--- config.mk ---
export PLATFORM = sky130hd
export DESIGN_NAME = lsu_lq
export DESIGN_NICKNAME = d
export VERILOG_FILES = /design/src/common/lsu_op_pkg.sv /design/src/common/lq_pkg.sv /design/src/hw/lsu_lq/lq_dispatch.sv /design/src/hw/lsu_lq/lq_entry.sv /design/src/hw/lsu_lq/lq_replay_retire.sv /design/src/hw/lsu_lq/lsu_lq.sv
export VERILOG_INCLUDE_DIRS = /design/src /design/src/common
export SDC_FILE = /design/constraint.sdc
export NUM_CORES = 1
export LEC_CHECK = 0
export BUFFER_PORTS_ARGS = -buffer_cell sky130_fd_sc_hd__buf_2
export CORE_MARGIN = 10
export CORE_UTILIZATION = 30
export CTS_BUF_LIST = sky130_fd_sc_hd__clkbuf_8
export CTS_CLUSTER_SIZE = 30
export DETAILED_ROUTE_END_ITERATION = 8
export GPL_TIMING_DRIVEN = 0
export PLACE_DENSITY = 0.44
export SLEW_MARGIN = 10
export SYNTH_ARGS = -nofsm -noshare
export SYNTH_HDL_FRONTEND = slang
export SYNTH_HIERARCHICAL = 1
export SYNTH_SLANG_ARGS = --single-unit
--- constraint.sdc ---
create_clock -name clk -period 7.3 [get_ports clk]
set_input_delay 0.365 -clock clk [delete_from_list [all_inputs] [get_ports clk]]
set_output_delay 0.365 -clock clk [all_outputs]
set_load 0.01 [all_outputs]
--- src/common/lsu_settings.svh ---
// Load queue depth and the field widths shared by the load/store unit
`ifndef LSU_SETTINGS_SVH
`define LSU_SETTINGS_SVH

// Number of load queue entries
`define LQ_DEPTH 8

// Byte address width of loads and stores
`define LQ_ADDR_WIDTH 32

// Reorder buffer index, used as the load tag
`define LQ_ROB_IDX_WIDTH 5

// Miss handler queue index, used as the fill tag
`define LQ_MHQ_IDX_WIDTH 2

`endif

--- src/common/lsu_op_pkg.sv ---
// Memory op encoding, access size type and the op to size function
package lsu_op_pkg;

    localparam int LSU_OP_WIDTH = 4;

    // Loads sit in the lower half of the code space and stores in the upper half
    typedef enum logic [LSU_OP_WIDTH-1:0] {
        LB  = 4'b0000,
        LH  = 4'b0001,
        LW  = 4'b0010,
        LBU = 4'b0100,
        LHU = 4'b0101,
        SB  = 4'b1000,
        SH  = 4'b1001,
        SW  = 4'b1010
    } lsu_op_e;

    // Number of bytes touched by one access
    typedef logic [2:0] lsu_size_t;

    // Word sized ops and anything not recognized count as four bytes
    function automatic lsu_size_t lsu_op_size(input lsu_op_e op);
        case (op)
            LB, LBU, SB: return lsu_size_t'(1);
            LH, LHU, SH: return lsu_size_t'(2);
            default:     return lsu_size_t'(4);
        endcase
    endfunction

endpackage

--- src/common/lq_pkg.sv ---
// Load queue structs for allocation, update, fill, store retire, store range, replay and state
package lq_pkg;

`include "lsu_settings.svh"

    // New load issued from the reservation station
    typedef struct packed {
        lsu_op_pkg::lsu_op_e           op;
        logic [`LQ_ROB_IDX_WIDTH-1:0]  tag;
        logic [`LQ_ADDR_WIDTH-1:0]     addr;
    } lq_alloc_t;

    // Result of execute and miss handler lookup for an in-flight load
    typedef struct packed {
        logic                          retry;
        logic                          replay;
        logic [`LQ_MHQ_IDX_WIDTH-1:0]  mhq_tag;
        logic                          mhq_retry;
        logic                          mhq_replay;
    } lq_update_t;

    // Cache line returned by the miss handler
    typedef struct packed {
        logic                          valid;
        logic [`LQ_MHQ_IDX_WIDTH-1:0]  mhq_tag;
    } lq_fill_t;

    // Store leaving the store queue
    typedef struct packed {
        logic                          valid;
        logic [`LQ_ADDR_WIDTH-1:0]     addr;
        lsu_op_pkg::lsu_op_e           op;
    } lq_store_t;

    // Byte range of the retiring store, the end byte is exclusive
    typedef struct packed {
        logic                          valid;
        logic [`LQ_ADDR_WIDTH-1:0]     addr_start;
        logic [`LQ_ADDR_WIDTH-1:0]     addr_end;
    } lq_store_range_t;

    // Load sent back to execute
    typedef struct packed {
        lsu_op_pkg::lsu_op_e           op;
        logic [`LQ_ROB_IDX_WIDTH-1:0]  tag;
        logic [`LQ_ADDR_WIDTH-1:0]     addr;
    } lq_replay_t;

    typedef enum logic [1:0] {
        EMPTY     = 2'd0,
        BUSY      = 2'd1,
        MISS_WAIT = 2'd2,
        REPLAY    = 2'd3
    } lq_state_e;

endpackage

--- src/hw/lsu_lq/lq_dispatch.sv ---
// Free entry picker, full flag, update steering, store byte range and retire gating
`include "lsu_settings.svh"

module lq_dispatch (
    input  logic                        clk,
    input  logic                        i_rst_n,

    input  logic                        i_alloc_en,
    input  logic                        i_update_en,
    input  logic [`LQ_DEPTH-1:0]        i_update_select,
    input  lq_pkg::lq_store_t           i_store,
    input  logic                        i_rob_retire_en,
    input  logic                        i_sq_nonspec_pending,
    input  logic [`LQ_DEPTH-1:0]        i_entry_empty,

    output logic                        o_full,
    output logic [`LQ_DEPTH-1:0]        o_alloc_select,
    output logic [`LQ_DEPTH-1:0]        o_entry_alloc,
    output logic [`LQ_DEPTH-1:0]        o_entry_update,
    output lq_pkg::lq_store_range_t     o_store_range,
    output logic                        o_retire_en
);

    import lsu_op_pkg::*;
    import lq_pkg::*;

    localparam int ADDR_W = `LQ_ADDR_WIDTH;

    logic [`LQ_DEPTH-1:0] empty_pick;

    // Lowest set bit of the empty vector, x & -x isolates it
    assign empty_pick = i_entry_empty & (~i_entry_empty + `LQ_DEPTH'(1));

    assign o_entry_alloc  = empty_pick & {`LQ_DEPTH{i_alloc_en}};
    assign o_entry_update = i_update_select & {`LQ_DEPTH{i_update_en}};

    // Full as seen after this cycle's allocation lands
    assign o_full = ((i_entry_empty & ~o_entry_alloc) == '0);

    always_ff @(posedge clk) begin
        if (!i_rst_n) begin
            o_alloc_select <= '0;
        end else begin
            o_alloc_select <= o_entry_alloc;
        end
    end

    // Store range broadcast to every entry for the overlap check
    always_comb begin
        o_store_range.valid      = i_store.valid;
        o_store_range.addr_start = i_store.addr;
        o_store_range.addr_end   = i_store.addr + ADDR_W'(lsu_op_size(i_store.op));
    end

    // Older stores still waiting to write the cache hold back load retirement
    assign o_retire_en = i_rob_retire_en & ~i_sq_nonspec_pending;

endmodule

--- src/hw/lsu_lq/lq_entry.sv ---
// Single load queue slot with state machine, miss wait, store overlap check and retire match
`include "lsu_settings.svh"

module lq_entry (
    input  logic                            clk,
    input  logic                            i_rst_n,
    input  logic                            i_flush,

    input  logic                            i_alloc_en,
    input  lq_pkg::lq_alloc_t               i_alloc,
    input  logic                            i_update_en,
    input  lq_pkg::lq_update_t              i_update,
    input  lq_pkg::lq_fill_t                i_fill,
    input  lq_pkg::lq_store_range_t         i_store_range,
    input  logic                            i_replay_grant,
    input  logic                            i_retire_en,
    input  logic [`LQ_ROB_IDX_WIDTH-1:0]    i_retire_tag,

    output logic                            o_empty,
    output logic                            o_replayable,
    output lq_pkg::lq_replay_t              o_replay,
    output logic                            o_retire_match,
    output logic                            o_misspec
);

    import lsu_op_pkg::*;
    import lq_pkg::*;

    localparam int ADDR_W = `LQ_ADDR_WIDTH;

    lq_state_e                      state_q;
    lq_state_e                      state_next;
    lsu_op_e                        op_q;
    logic [`LQ_ROB_IDX_WIDTH-1:0]   tag_q;
    logic [`LQ_ADDR_WIDTH-1:0]      addr_q;
    logic [`LQ_MHQ_IDX_WIDTH-1:0]   mhq_tag_q;
    logic                           misspec_q;

    logic [`LQ_ADDR_WIDTH-1:0]      load_end;
    logic                           fill_hit;
    logic                           store_hit;

    assign o_empty      = (state_q == EMPTY);
    assign o_replayable = (state_q == REPLAY);

    always_comb begin
        o_replay.op   = op_q;
        o_replay.tag  = tag_q;
        o_replay.addr = addr_q;
    end

    assign fill_hit = i_fill.valid & (i_fill.mhq_tag == mhq_tag_q);

    // Two byte ranges overlap when each one starts before the other ends
    assign load_end  = addr_q + ADDR_W'(lsu_op_size(op_q));
    assign store_hit = ~o_empty & i_store_range.valid
                     & (i_store_range.addr_start < load_end)
                     & (addr_q < i_store_range.addr_end);

    assign o_retire_match = i_retire_en & ~o_empty & (tag_q == i_retire_tag);

    // A store that retires in the same cycle as the load still counts
    assign o_misspec = misspec_q | store_hit;

    always_comb begin
        state_next = state_q;
        case (state_q)
            EMPTY: begin
                if (i_alloc_en) begin
                    state_next = BUSY;
                end
            end
            BUSY: begin
                if (i_update_en) begin
                    // Line already filled by the time the miss lookup ran
                    if (i_update.replay || i_update.mhq_replay) begin
                        state_next = REPLAY;
                    end else if (i_update.mhq_retry) begin
                        state_next = MISS_WAIT;
                    end else if (i_update.retry) begin
                        state_next = REPLAY;
                    end else begin
                        state_next = BUSY;
                    end
                end
            end
            MISS_WAIT: begin
                if (fill_hit) begin
                    state_next = REPLAY;
                end
            end
            REPLAY: begin
                if (i_replay_grant) begin
                    state_next = BUSY;
                end
            end
            default: state_next = EMPTY;
        endcase

        if (o_retire_match) begin
            state_next = EMPTY;
        end
    end

    always_ff @(posedge clk) begin
        if (!i_rst_n || i_flush) begin
            state_q <= EMPTY;
        end else begin
            state_q <= state_next;
        end
    end

    always_ff @(posedge clk) begin
        if (i_alloc_en) begin
            op_q   <= i_alloc.op;
            tag_q  <= i_alloc.tag;
            addr_q <= i_alloc.addr;
        end

        if (i_update_en && i_update.mhq_retry) begin
            mhq_tag_q <= i_update.mhq_tag;
        end

        // Sticky until the slot is reused
        if (i_alloc_en) begin
            misspec_q <= 1'b0;
        end else if (store_hit) begin
            misspec_q <= 1'b1;
        end
    end

endmodule

--- src/hw/lsu_lq/lq_replay_retire.sv ---
// Replay picker with stall-held output registers, and the retire acknowledge registers
`include "lsu_settings.svh"

module lq_replay_retire (
    input  logic                    clk,
    input  logic                    i_rst_n,
    input  logic                    i_flush,

    input  logic                    i_replay_stall,
    input  logic [`LQ_DEPTH-1:0]    i_replayable,
    input  lq_pkg::lq_replay_t      i_entry_replay [`LQ_DEPTH],
    input  logic [`LQ_DEPTH-1:0]    i_retire_match,
    input  logic [`LQ_DEPTH-1:0]    i_misspec,

    output logic [`LQ_DEPTH-1:0]    o_replay_grant,
    output logic                    o_replay_en,
    output logic [`LQ_DEPTH-1:0]    o_replay_select,
    output lq_pkg::lq_replay_t      o_replay,
    output logic                    o_rob_retire_ack,
    output logic                    o_rob_retire_misspec
);

    import lq_pkg::*;

    logic [`LQ_DEPTH-1:0] replay_pick;
    lq_replay_t           replay_mux;

    // Lowest index replayable entry wins
    assign replay_pick    = i_replayable & (~i_replayable + `LQ_DEPTH'(1));
    assign o_replay_grant = replay_pick & {`LQ_DEPTH{~i_replay_stall}};

    always_comb begin
        replay_mux = '0;
        for (int i = 0; i < `LQ_DEPTH; i++) begin
            if (replay_pick[i]) begin
                replay_mux = i_entry_replay[i];
            end
        end
    end

    // Everything holds while execute is stalled, flush still clears the valid
    always_ff @(posedge clk) begin
        if (!i_rst_n || i_flush) begin
            o_replay_en <= 1'b0;
        end else if (!i_replay_stall) begin
            o_replay_en <= |o_replay_grant;
        end
    end

    always_ff @(posedge clk) begin
        if (!i_rst_n) begin
            o_replay_select <= '0;
        end else if (!i_replay_stall) begin
            o_replay_select <= o_replay_grant;
        end
    end

    always_ff @(posedge clk) begin
        if (!i_replay_stall) begin
            o_replay <= replay_mux;
        end
    end

    // At most one entry matches a retire tag, so an OR reduce picks its misspec bit
    always_ff @(posedge clk) begin
        if (!i_rst_n) begin
            o_rob_retire_ack     <= 1'b0;
            o_rob_retire_misspec <= 1'b0;
        end else begin
            o_rob_retire_ack     <= |i_retire_match;
            o_rob_retire_misspec <= |(i_retire_match & i_misspec);
        end
    end

endmodule

--- src/hw/lsu_lq/lsu_lq.sv ---
// Load queue top level with dispatch, the entry array and the replay and retire drain
`include "lsu_settings.svh"

module lsu_lq (
    input  logic                            clk,
    input  logic                            i_rst_n,
    input  logic                            i_flush,

    input  logic                            i_alloc_en,
    input  lq_pkg::lq_alloc_t               i_alloc,
    output logic                            o_full,
    output logic [`LQ_DEPTH-1:0]            o_alloc_select,

    input  logic                            i_update_en,
    input  logic [`LQ_DEPTH-1:0]            i_update_select,
    input  lq_pkg::lq_update_t              i_update,

    input  lq_pkg::lq_fill_t                i_fill,
    input  lq_pkg::lq_store_t               i_store,

    input  logic                            i_rob_retire_en,
    input  logic [`LQ_ROB_IDX_WIDTH-1:0]    i_rob_retire_tag,
    input  logic                            i_sq_nonspec_pending,
    output logic                            o_rob_retire_ack,
    output logic                            o_rob_retire_misspec,

    input  logic                            i_replay_stall,
    output logic                            o_replay_en,
    output logic [`LQ_DEPTH-1:0]            o_replay_select,
    output lq_pkg::lq_replay_t              o_replay
);

    import lq_pkg::*;

    logic [`LQ_DEPTH-1:0] entry_alloc;
    logic [`LQ_DEPTH-1:0] entry_update;
    logic [`LQ_DEPTH-1:0] entry_empty;
    logic [`LQ_DEPTH-1:0] entry_replayable;
    logic [`LQ_DEPTH-1:0] entry_retire_match;
    logic [`LQ_DEPTH-1:0] entry_misspec;
    logic [`LQ_DEPTH-1:0] replay_grant;
    lq_replay_t           entry_replay [`LQ_DEPTH];
    lq_store_range_t      store_range;
    logic                 retire_en;

    lq_dispatch u_dispatch (
        .clk                  (clk),
        .i_rst_n              (i_rst_n),
        .i_alloc_en           (i_alloc_en),
        .i_update_en          (i_update_en),
        .i_update_select      (i_update_select),
        .i_store              (i_store),
        .i_rob_retire_en      (i_rob_retire_en),
        .i_sq_nonspec_pending (i_sq_nonspec_pending),
        .i_entry_empty        (entry_empty),
        .o_full               (o_full),
        .o_alloc_select       (o_alloc_select),
        .o_entry_alloc        (entry_alloc),
        .o_entry_update       (entry_update),
        .o_store_range        (store_range),
        .o_retire_en          (retire_en)
    );

    for (genvar i = 0; i < `LQ_DEPTH; i++) begin : g_entry
        lq_entry u_entry (
            .clk            (clk),
            .i_rst_n        (i_rst_n),
            .i_flush        (i_flush),
            .i_alloc_en     (entry_alloc[i]),
            .i_alloc        (i_alloc),
            .i_update_en    (entry_update[i]),
            .i_update       (i_update),
            .i_fill         (i_fill),
            .i_store_range  (store_range),
            .i_replay_grant (replay_grant[i]),
            .i_retire_en    (retire_en),
            .i_retire_tag   (i_rob_retire_tag),
            .o_empty        (entry_empty[i]),
            .o_replayable   (entry_replayable[i]),
            .o_replay       (entry_replay[i]),
            .o_retire_match (entry_retire_match[i]),
            .o_misspec      (entry_misspec[i])
        );
    end

    lq_replay_retire u_replay_retire (
        .clk                  (clk),
        .i_rst_n              (i_rst_n),
        .i_flush              (i_flush),
        .i_replay_stall       (i_replay_stall),
        .i_replayable         (entry_replayable),
        .i_entry_replay       (entry_replay),
        .i_retire_match       (entry_retire_match),
        .i_misspec            (entry_misspec),
        .o_replay_grant       (replay_grant),
        .o_replay_en          (o_replay_en),
        .o_replay_select      (o_replay_select),
        .o_replay             (o_replay),
        .o_rob_retire_ack     (o_rob_retire_ack),
        .o_rob_retire_misspec (o_rob_retire_misspec)
    );

endmodule

==> out/results.tsv, run 1 <==
metric	value	unit
status	complete, no violations	
synth.avg_cell_area	9.83	sq um
grtUsageTotal	0.227	
cts_tree	yes	
ys_types	85	
drc_errors	0	
grt_pass1_wl	216000	microns
cp-end-kind	flop	
reg2regPathDepth	17	
core	118000	sq um
vias	30500	
path_class	in2reg	
syn_to_final_growth	15.1	%
cp_data_arrival_time	7890	ps
grt_pass1_vias	30000	
cts.path.max_buffers	3	
setup_tns	0	ps
synth_seq_cells	428	
dieHeight	364	microns
leakage	16.3	nW
fmax	137	MHz
finalNonFillerCells	5548	
r2r_slack	810	ps
drt-vias-per-instance	5.50	
clockRootBuffer	clkbuf_8	
ctsHtreeMaxLevel	3	
io_pins	169	
min_period	7300	ps
synth_top_area_cell	edfxtp_1	
crit_chain	buf_2 > a21oi_1 > inv_1 > nor2_1 > ha_1 > inv_1 > fa_1 > nand2b_1 > a21oi_2 > nand4_1 > nor3_1 > xnor2_1 > inv_1 > ha_1 > nand4_1 > nor4_1 > nand2_1 > a31oi_1 > a211oi_1 > a22oi_1 > a41oi_1	
routed_wl	154000	microns
clk_pin_slew	60	ps
antenna_found_initial	7	
critical-path-max-stage-delay	1040	ps
port_buffers	166	
peakVddDrop	114	uV
clock-sinks	428	
finalClockSkew	26.3	ps
timing.final.crit_share	1.00	
p_per_area	151	nW/um^2
die_w	364	microns
critical_path.slowest_cell	a31oi_1	
ys.flop_type	edfxtp_1	
drv_cap	0	
nets	4610	
synthTopCellsByCount	ha_1, edfxtp_1, inv_1	
ys_warn_count	6	
gp_congestion	0.921	
placedCellCount	5342	
required	7890	ps
drive_gt1_frac	0.120	
hpwl	120000	microns
report.final.slew_viol_count	0	
hold_violations	0	
crit_start	i_store[2]	
reg2reg_from	g_entry[6].u_entry/op_q[2]$_DFFE_PP_	
routedWlPerCell	27.8	microns
ys_seq_area_frac	0.349	
crit_family	simple AND/OR/NAND/NOR gates	
grt_max_degree	37	
synth_top_area_share	0.325	
rsz0062_at_grt	no	
relSlewSlack	0.0375	
ys_top_cells_by_area	edfxtp_1, ha_1, xor2_1	
cp-start-kind	input port	
async_flop_share	0	
worst-path-max-fanout	8	
grt-ovfl-total	0	
worstHoldPathType	in2reg	
yosysMostFrequentCell	ha_1	
regToRegEndpoint	u_replay_retire/o_rob_retire_misspec$_SDFF_PN0_	
clk_latency	750	ps
syn_area	35500	sq um
worst-path-stages	21	
die_area	133000	sq um
synth_fp_nets	4287	
setup_viol	0	
cp_common_cell	inv_1	
crit_buf_inv	4	
post_cts_buffers	0	
cts_made_buffers	85	
ant_nets	0	
firstDrtPassIters	6	
std_cell_rows	126	
synth_edf_count	385	
tightestPinTransition	1430	ps
initial_core_util	0.301	
first_iter_violations	2593	
setup.worst_path.end	u_replay_retire/o_rob_retire_misspec$_SDFF_PN0_	
netlist_instances	3615	
==> registers in the layout, indices dropped and copies added, names as in the netlist <==
name                                  flops
g_entry.u_entry/addr_q                  256
g_entry.u_entry/mhq_tag_q                16
g_entry.u_entry/misspec_q                 8
g_entry.u_entry/op_q                     32
g_entry.u_entry/state_q                  16
g_entry.u_entry/tag_q                    40
u_dispatch/o_alloc_select                 8
u_replay_retire/o_replay                 41
u_replay_retire/o_replay_en               1
u_replay_retire/o_replay_select           8
u_replay_retire/o_rob_retire_ack          1
u_replay_retire/o_rob_retire_misspec      1
==> cell families after synthesis <==
family,count (synthesis),share of synthesized area
AOI/OAI and AO/OA,775,0.142
xor gates and xnor gates,326,0.0805
adders and majority gates,565,0.201
buffers and inverters,451,0.0531
DFF,428,0.349
and+or+nand+nor,1070,0.174
==> power breakdown <==
part | leakage, nW | switching, mW | internal [mW]
Sequential | 3.90 | 0.0477 | 2.71
Combinational | 11.4 | 0.516 | 0.298
Clock | 0.926 | 1.21 | 1.38
==> through the flow <==
stage | hold WS [ps] | area, sq um | power (mW) | setup slack (ps) | utilization
finish | 79.5 | 40900 | 6.16 | 0.354 | 0.347
global route | 48.7 | 40900 | 6.44 | 115 | 0.347
CTS | 3.55 | 40900 | 6.24 | 321 | 0.347
detailed placement | 501 | 38700 | 3.60 | -522 | 0.328
global placement | 505 | 38300 | 3.58 | -3860 | 0.325
floorplan | 444 | 35500 | 3.25 | 1780 | -
==> per-layer routing <==
metal	part of all wire	wire, microns	vias up	GRT usage
li1	-	-	14100	-
met1	0.43	66700	15100	0.298
met2	0.46	71200	1067	0.374
met3	0.072	11100	218	0.0396
met4	0.035	5370	0	0.0758
met5	0	0	-	0
==> layout by cell type, fill, tap and decap left out, types with 25 or more instances in the layout <==
master	Yosys	final
nor3_1	30	30
clkbuf_1	46	46
a31oi_1	54	53
clkbuf_8	0	89
and4_1	25	25
buf_4	40	50
o21ai_0	92	91
a21oi_1	261	261
and3_1	34	32
inv_1	344	362
a22oi_1	87	87
buf_2	12	178
xnor2_1	147	141
o22ai_1	37	37
ha_1	555	555
nand2b_1	82	82
o221ai_1	42	42
and2_1	37	34
nor4_1	37	37
a21o_1	38	38
nor3_2	42	42
clkinv_1	2	26
edfxtp_1	385	385
nand4_1	110	110
dlygate4sd3_1	0	45
nand3_1	152	152
nand2_1	265	265
dfxtp_1	43	43
nor2_1	134	134
xor2_1	178	176
==> repair_timing <==
item | in CTS | in global routing
hold endpoints to repair | 346 | 0
endpoints found under the setup margin | 0 | 1
hold buffers | 45 | 0
resized for setup | 0 | 1
==> area by class of cell <==
cell class	count	area (sq um)
fillers	12200	77000
multi-input cells	2736	21300
flip-flops and latches	428	12400
well taps	1536	1920
repair buffers	236	1610
inverters	346	1300
clock buffers	89	1220
plain buffers	105	589
clock inverters	69	492
diodes	3	7.51
==> how the worst min path moves through the flow <==
stage | from | endpoint | slack (ps) | cells past startpoint
6_report | i_rst_n | u_replay_retire/o_replay_select[6]$_SDFFE_PN0N_ | 80 | 2
5_1_grt | i_rst_n | u_replay_retire/o_replay_select[6]$_SDFFE_PN0N_ | 50 | 2
4_1_cts | i_rst_n | u_replay_retire/o_replay_select[6]$_SDFFE_PN0N_ | 4 | 2
3_5_place_dp | g_entry[1].u_entry/state_q[1]$_SDFFE_PP0P_ | g_entry[1].u_entry/state_q[1]$_SDFFE_PP0P_ | 500 | 2
3_3_place_gp | g_entry[5].u_entry/state_q[1]$_SDFFE_PP0P_ | g_entry[5].u_entry/state_q[1]$_SDFFE_PP0P_ | 500 | 2
2_1_floorplan | i_flush | u_replay_retire/o_replay_en$_SDFFE_PP0N_ | 440 | 1
No activity file was read; power rests on OpenSTA's default activity.
==> inputs of run 2 (changes only) <==
- clock period: 7.3 -> 7.52 ns (I/O delays scaled with it)
==> run 2 against run 1 <==
Net effect:
- combinational power down 2.8%
- cell area about the same
- first-iteration DRC count about the same
- critical path depth unchanged
- setup slack better by 180 ps
- sequential power down 3%
- non-clock buffer count unchanged
- wire length about the same
- sequential share of layout area about the same
- register-to-register slack better by 260 ps
- critical endpoint unchanged
==> out/results.tsv, run 2 (same netlist as run 1, synthesis figures left out) <==
metric	value	unit	change
peakVddDrop	111	uV	-2.8%
cp_common_cell	inv_1		
ctsHtreeMaxLevel	3		unchanged
initial_core_util	0.301		unchanged
worstHoldPathType	in2reg		
grt_pass1_vias	30000		unchanged
p_int	4.26	mW	-2.9%
clock-sinks	428		unchanged
firstDrtPassIters	6		unchanged
total_power	5.98	mW	-2.9%
tightestPinTransition	1430	ps	+0.667 ps
grt_pass1_wl	216000	microns	unchanged
switching_share	0.287		about the same
port_buffers	166		unchanged
hpwl	120000	microns	unchanged
required	8110	ps	+220 ps
die_w	364	microns	unchanged
rsz0062_at_grt	no		
die_area	133000	sq um	unchanged
layout_common_cells	ha_1, edfxtp_1, inv_1		
crit_family	simple AND/OR/NAND/NOR gates		
io_pins	169		unchanged
report.final.slew_viol_count	0		unchanged
syn_to_final_growth	15.1	%	about the same
drc_errors	0		unchanged
clk_latency	750	ps	about the same
hold_violations	0		unchanged
largest_reg_flops	256		unchanged
routedWlPerCell	27.8	microns	about the same
core	118000	sq um	unchanged
p_comb_frac	0.132		about the same
cp-end-kind	flop		
cts_made_buffers	85		unchanged
min_period	7340	ps	
path_class	in2reg		
regMostFlops	g_entry.u_entry/addr_q		
switchingPower	1.72	mW	-2.9%
crit_buf_inv	4		unchanged
drive_gt1_frac	0.119		-0.000249
top_regs	g_entry.u_entry/addr_q (256), u_replay_retire/o_replay (41), g_entry.u_entry/tag_q (40)		
leakage	16.3	nW	about the same
grt_max_degree	37		unchanged
placed_area	38700	sq um	unchanged
first_iter_violations	2591		-0.077%
setup_tns	0	ps	unchanged
cts_resized	0		unchanged
fmax	136	MHz	
timing.final.crit_share	0.976		
cp-start-kind	input port		
grt-ovfl-total	0		unchanged
finalClockSkew	26.4	ps	+0.154 ps
finalNonFillerCells	5548		unchanged
critical_path.slowest_cell	a31oi_1		
clockRootBuffer	clkbuf_8		
routed_wl	154000	microns	about the same
p_per_area	146	nW/um^2	-2.9%
clock_power_share	0.420		about the same
cp_data_arrival_time	7930	ps	+40 ps
placedCellCount	5342		unchanged
std_cell_rows	126		unchanged
antenna_found_initial	7		unchanged
gp_congestion	0.921		unchanged
critical-path-max-stage-delay	1050	ps	about the same
dieHeight	364	microns	unchanged
min_path_cells	2		unchanged
post_cts_buffers	0		unchanged
ant_nets	0		unchanged
fin_area	40900	sq um	about the same
nets	4610		unchanged
crit_chain	buf_2 > a21oi_1 > inv_1 > nor2_1 > ha_1 > inv_1 > fa_1 > nand2b_1 > a21oi_2 > nand4_1 > nor3_1 > xnor2_1 > inv_1 > ha_1 > nand4_1 > nor4_1 > nand2_1 > a31oi_1 > a211oi_1 > a22oi_1 > a41oi_1		
grtUsageTotal	0.227		unchanged
worst-path-max-fanout	8		unchanged
setup_viol	0		unchanged
drv_cap	0		unchanged
worst-path-stages	21		unchanged
status	complete, no violations		
final_common_cell	ha_1		
cts.path.max_buffers	3		unchanged
p_seq_frac	0.448		about the same
reg2regPathDepth	17		unchanged
cts_tree	yes		
clk_pin_slew	60	ps	about the same
drt-vias-per-instance	5.50		about the same
relSlewSlack	0.0370		-0.000449
holdWs	88.5	ps	+9.01 ps
vias	30500		-0.013%
## run 2: cell counts in the layout (fill, tap and decap cells not counted)
No cell type changed its count.
## run 2: final timing paths
path	startpoint	to	slack (ps)
min reg2reg	g_entry[1].u_entry/state_q[1]$_SDFFE_PP0P_	g_entry[1].u_entry/state_q[1]$_SDFFE_PP0P_	510
min	i_rst_n	u_replay_retire/o_replay_select[6]$_SDFFE_PN0N_	90
max reg2reg	g_entry[6].u_entry/op_q[2]$_DFFE_PP_	u_replay_retire/o_rob_retire_misspec$_SDFF_PN0_	1070
max	i_store[2]	u_replay_retire/o_rob_retire_misspec$_SDFF_PN0_	180
## run 2: power groups by stage
stage	logic, mW	clock network, mW	registers, mW
finish	0.790	2.51	2.68
global route	0.879	2.69	2.68
CTS	0.788	2.59	2.68
detailed placement	0.763	0	2.73
global placement	0.744	0	2.73
floorplan	0.435	0	2.72
## run 2: per-layer routing
metal	routed length, microns	up-vias	share of wire	global-route usage
met5	0	-	0	0
met1	67000	15200	0.43	0.298
met4	5290	0	0.034	0.0758
li1	-	14100	-	-
met3	10800	213	0.070	0.0396
met2	71300	1038	0.46	0.374
## run 2: area by class of cell
| cell class | count | area, sq um |
|---|---|---|
| antenna | 3 | 7.51 |
| buffer | 105 | 589 |
| clock buffer | 89 | 1220 |
| clock inverter | 69 | 492 |
| fill | 12200 | 77000 |
| inverter | 346 | 1300 |
| multi-input combinational | 2736 | 21300 |
| sequential | 428 | 12400 |
| tap | 1536 | 1920 |
| timing repair buffer | 236 | 1610 |
## run 2: repair_timing
item                                    4_1_cts  5_1_grt
endpoints found under the hold margin       344        0
endpoints found under the setup margin        0        0
hold buffers                                 45        0
## run 2: through the flow
stage	util	setup slack (ps)
3_5_place_dp	0.328	-313
2_1_floorplan	-	2000
4_1_cts	0.347	530
3_3_place_gp	0.325	-3640
5_1_grt	0.347	173
6_report	0.347	184
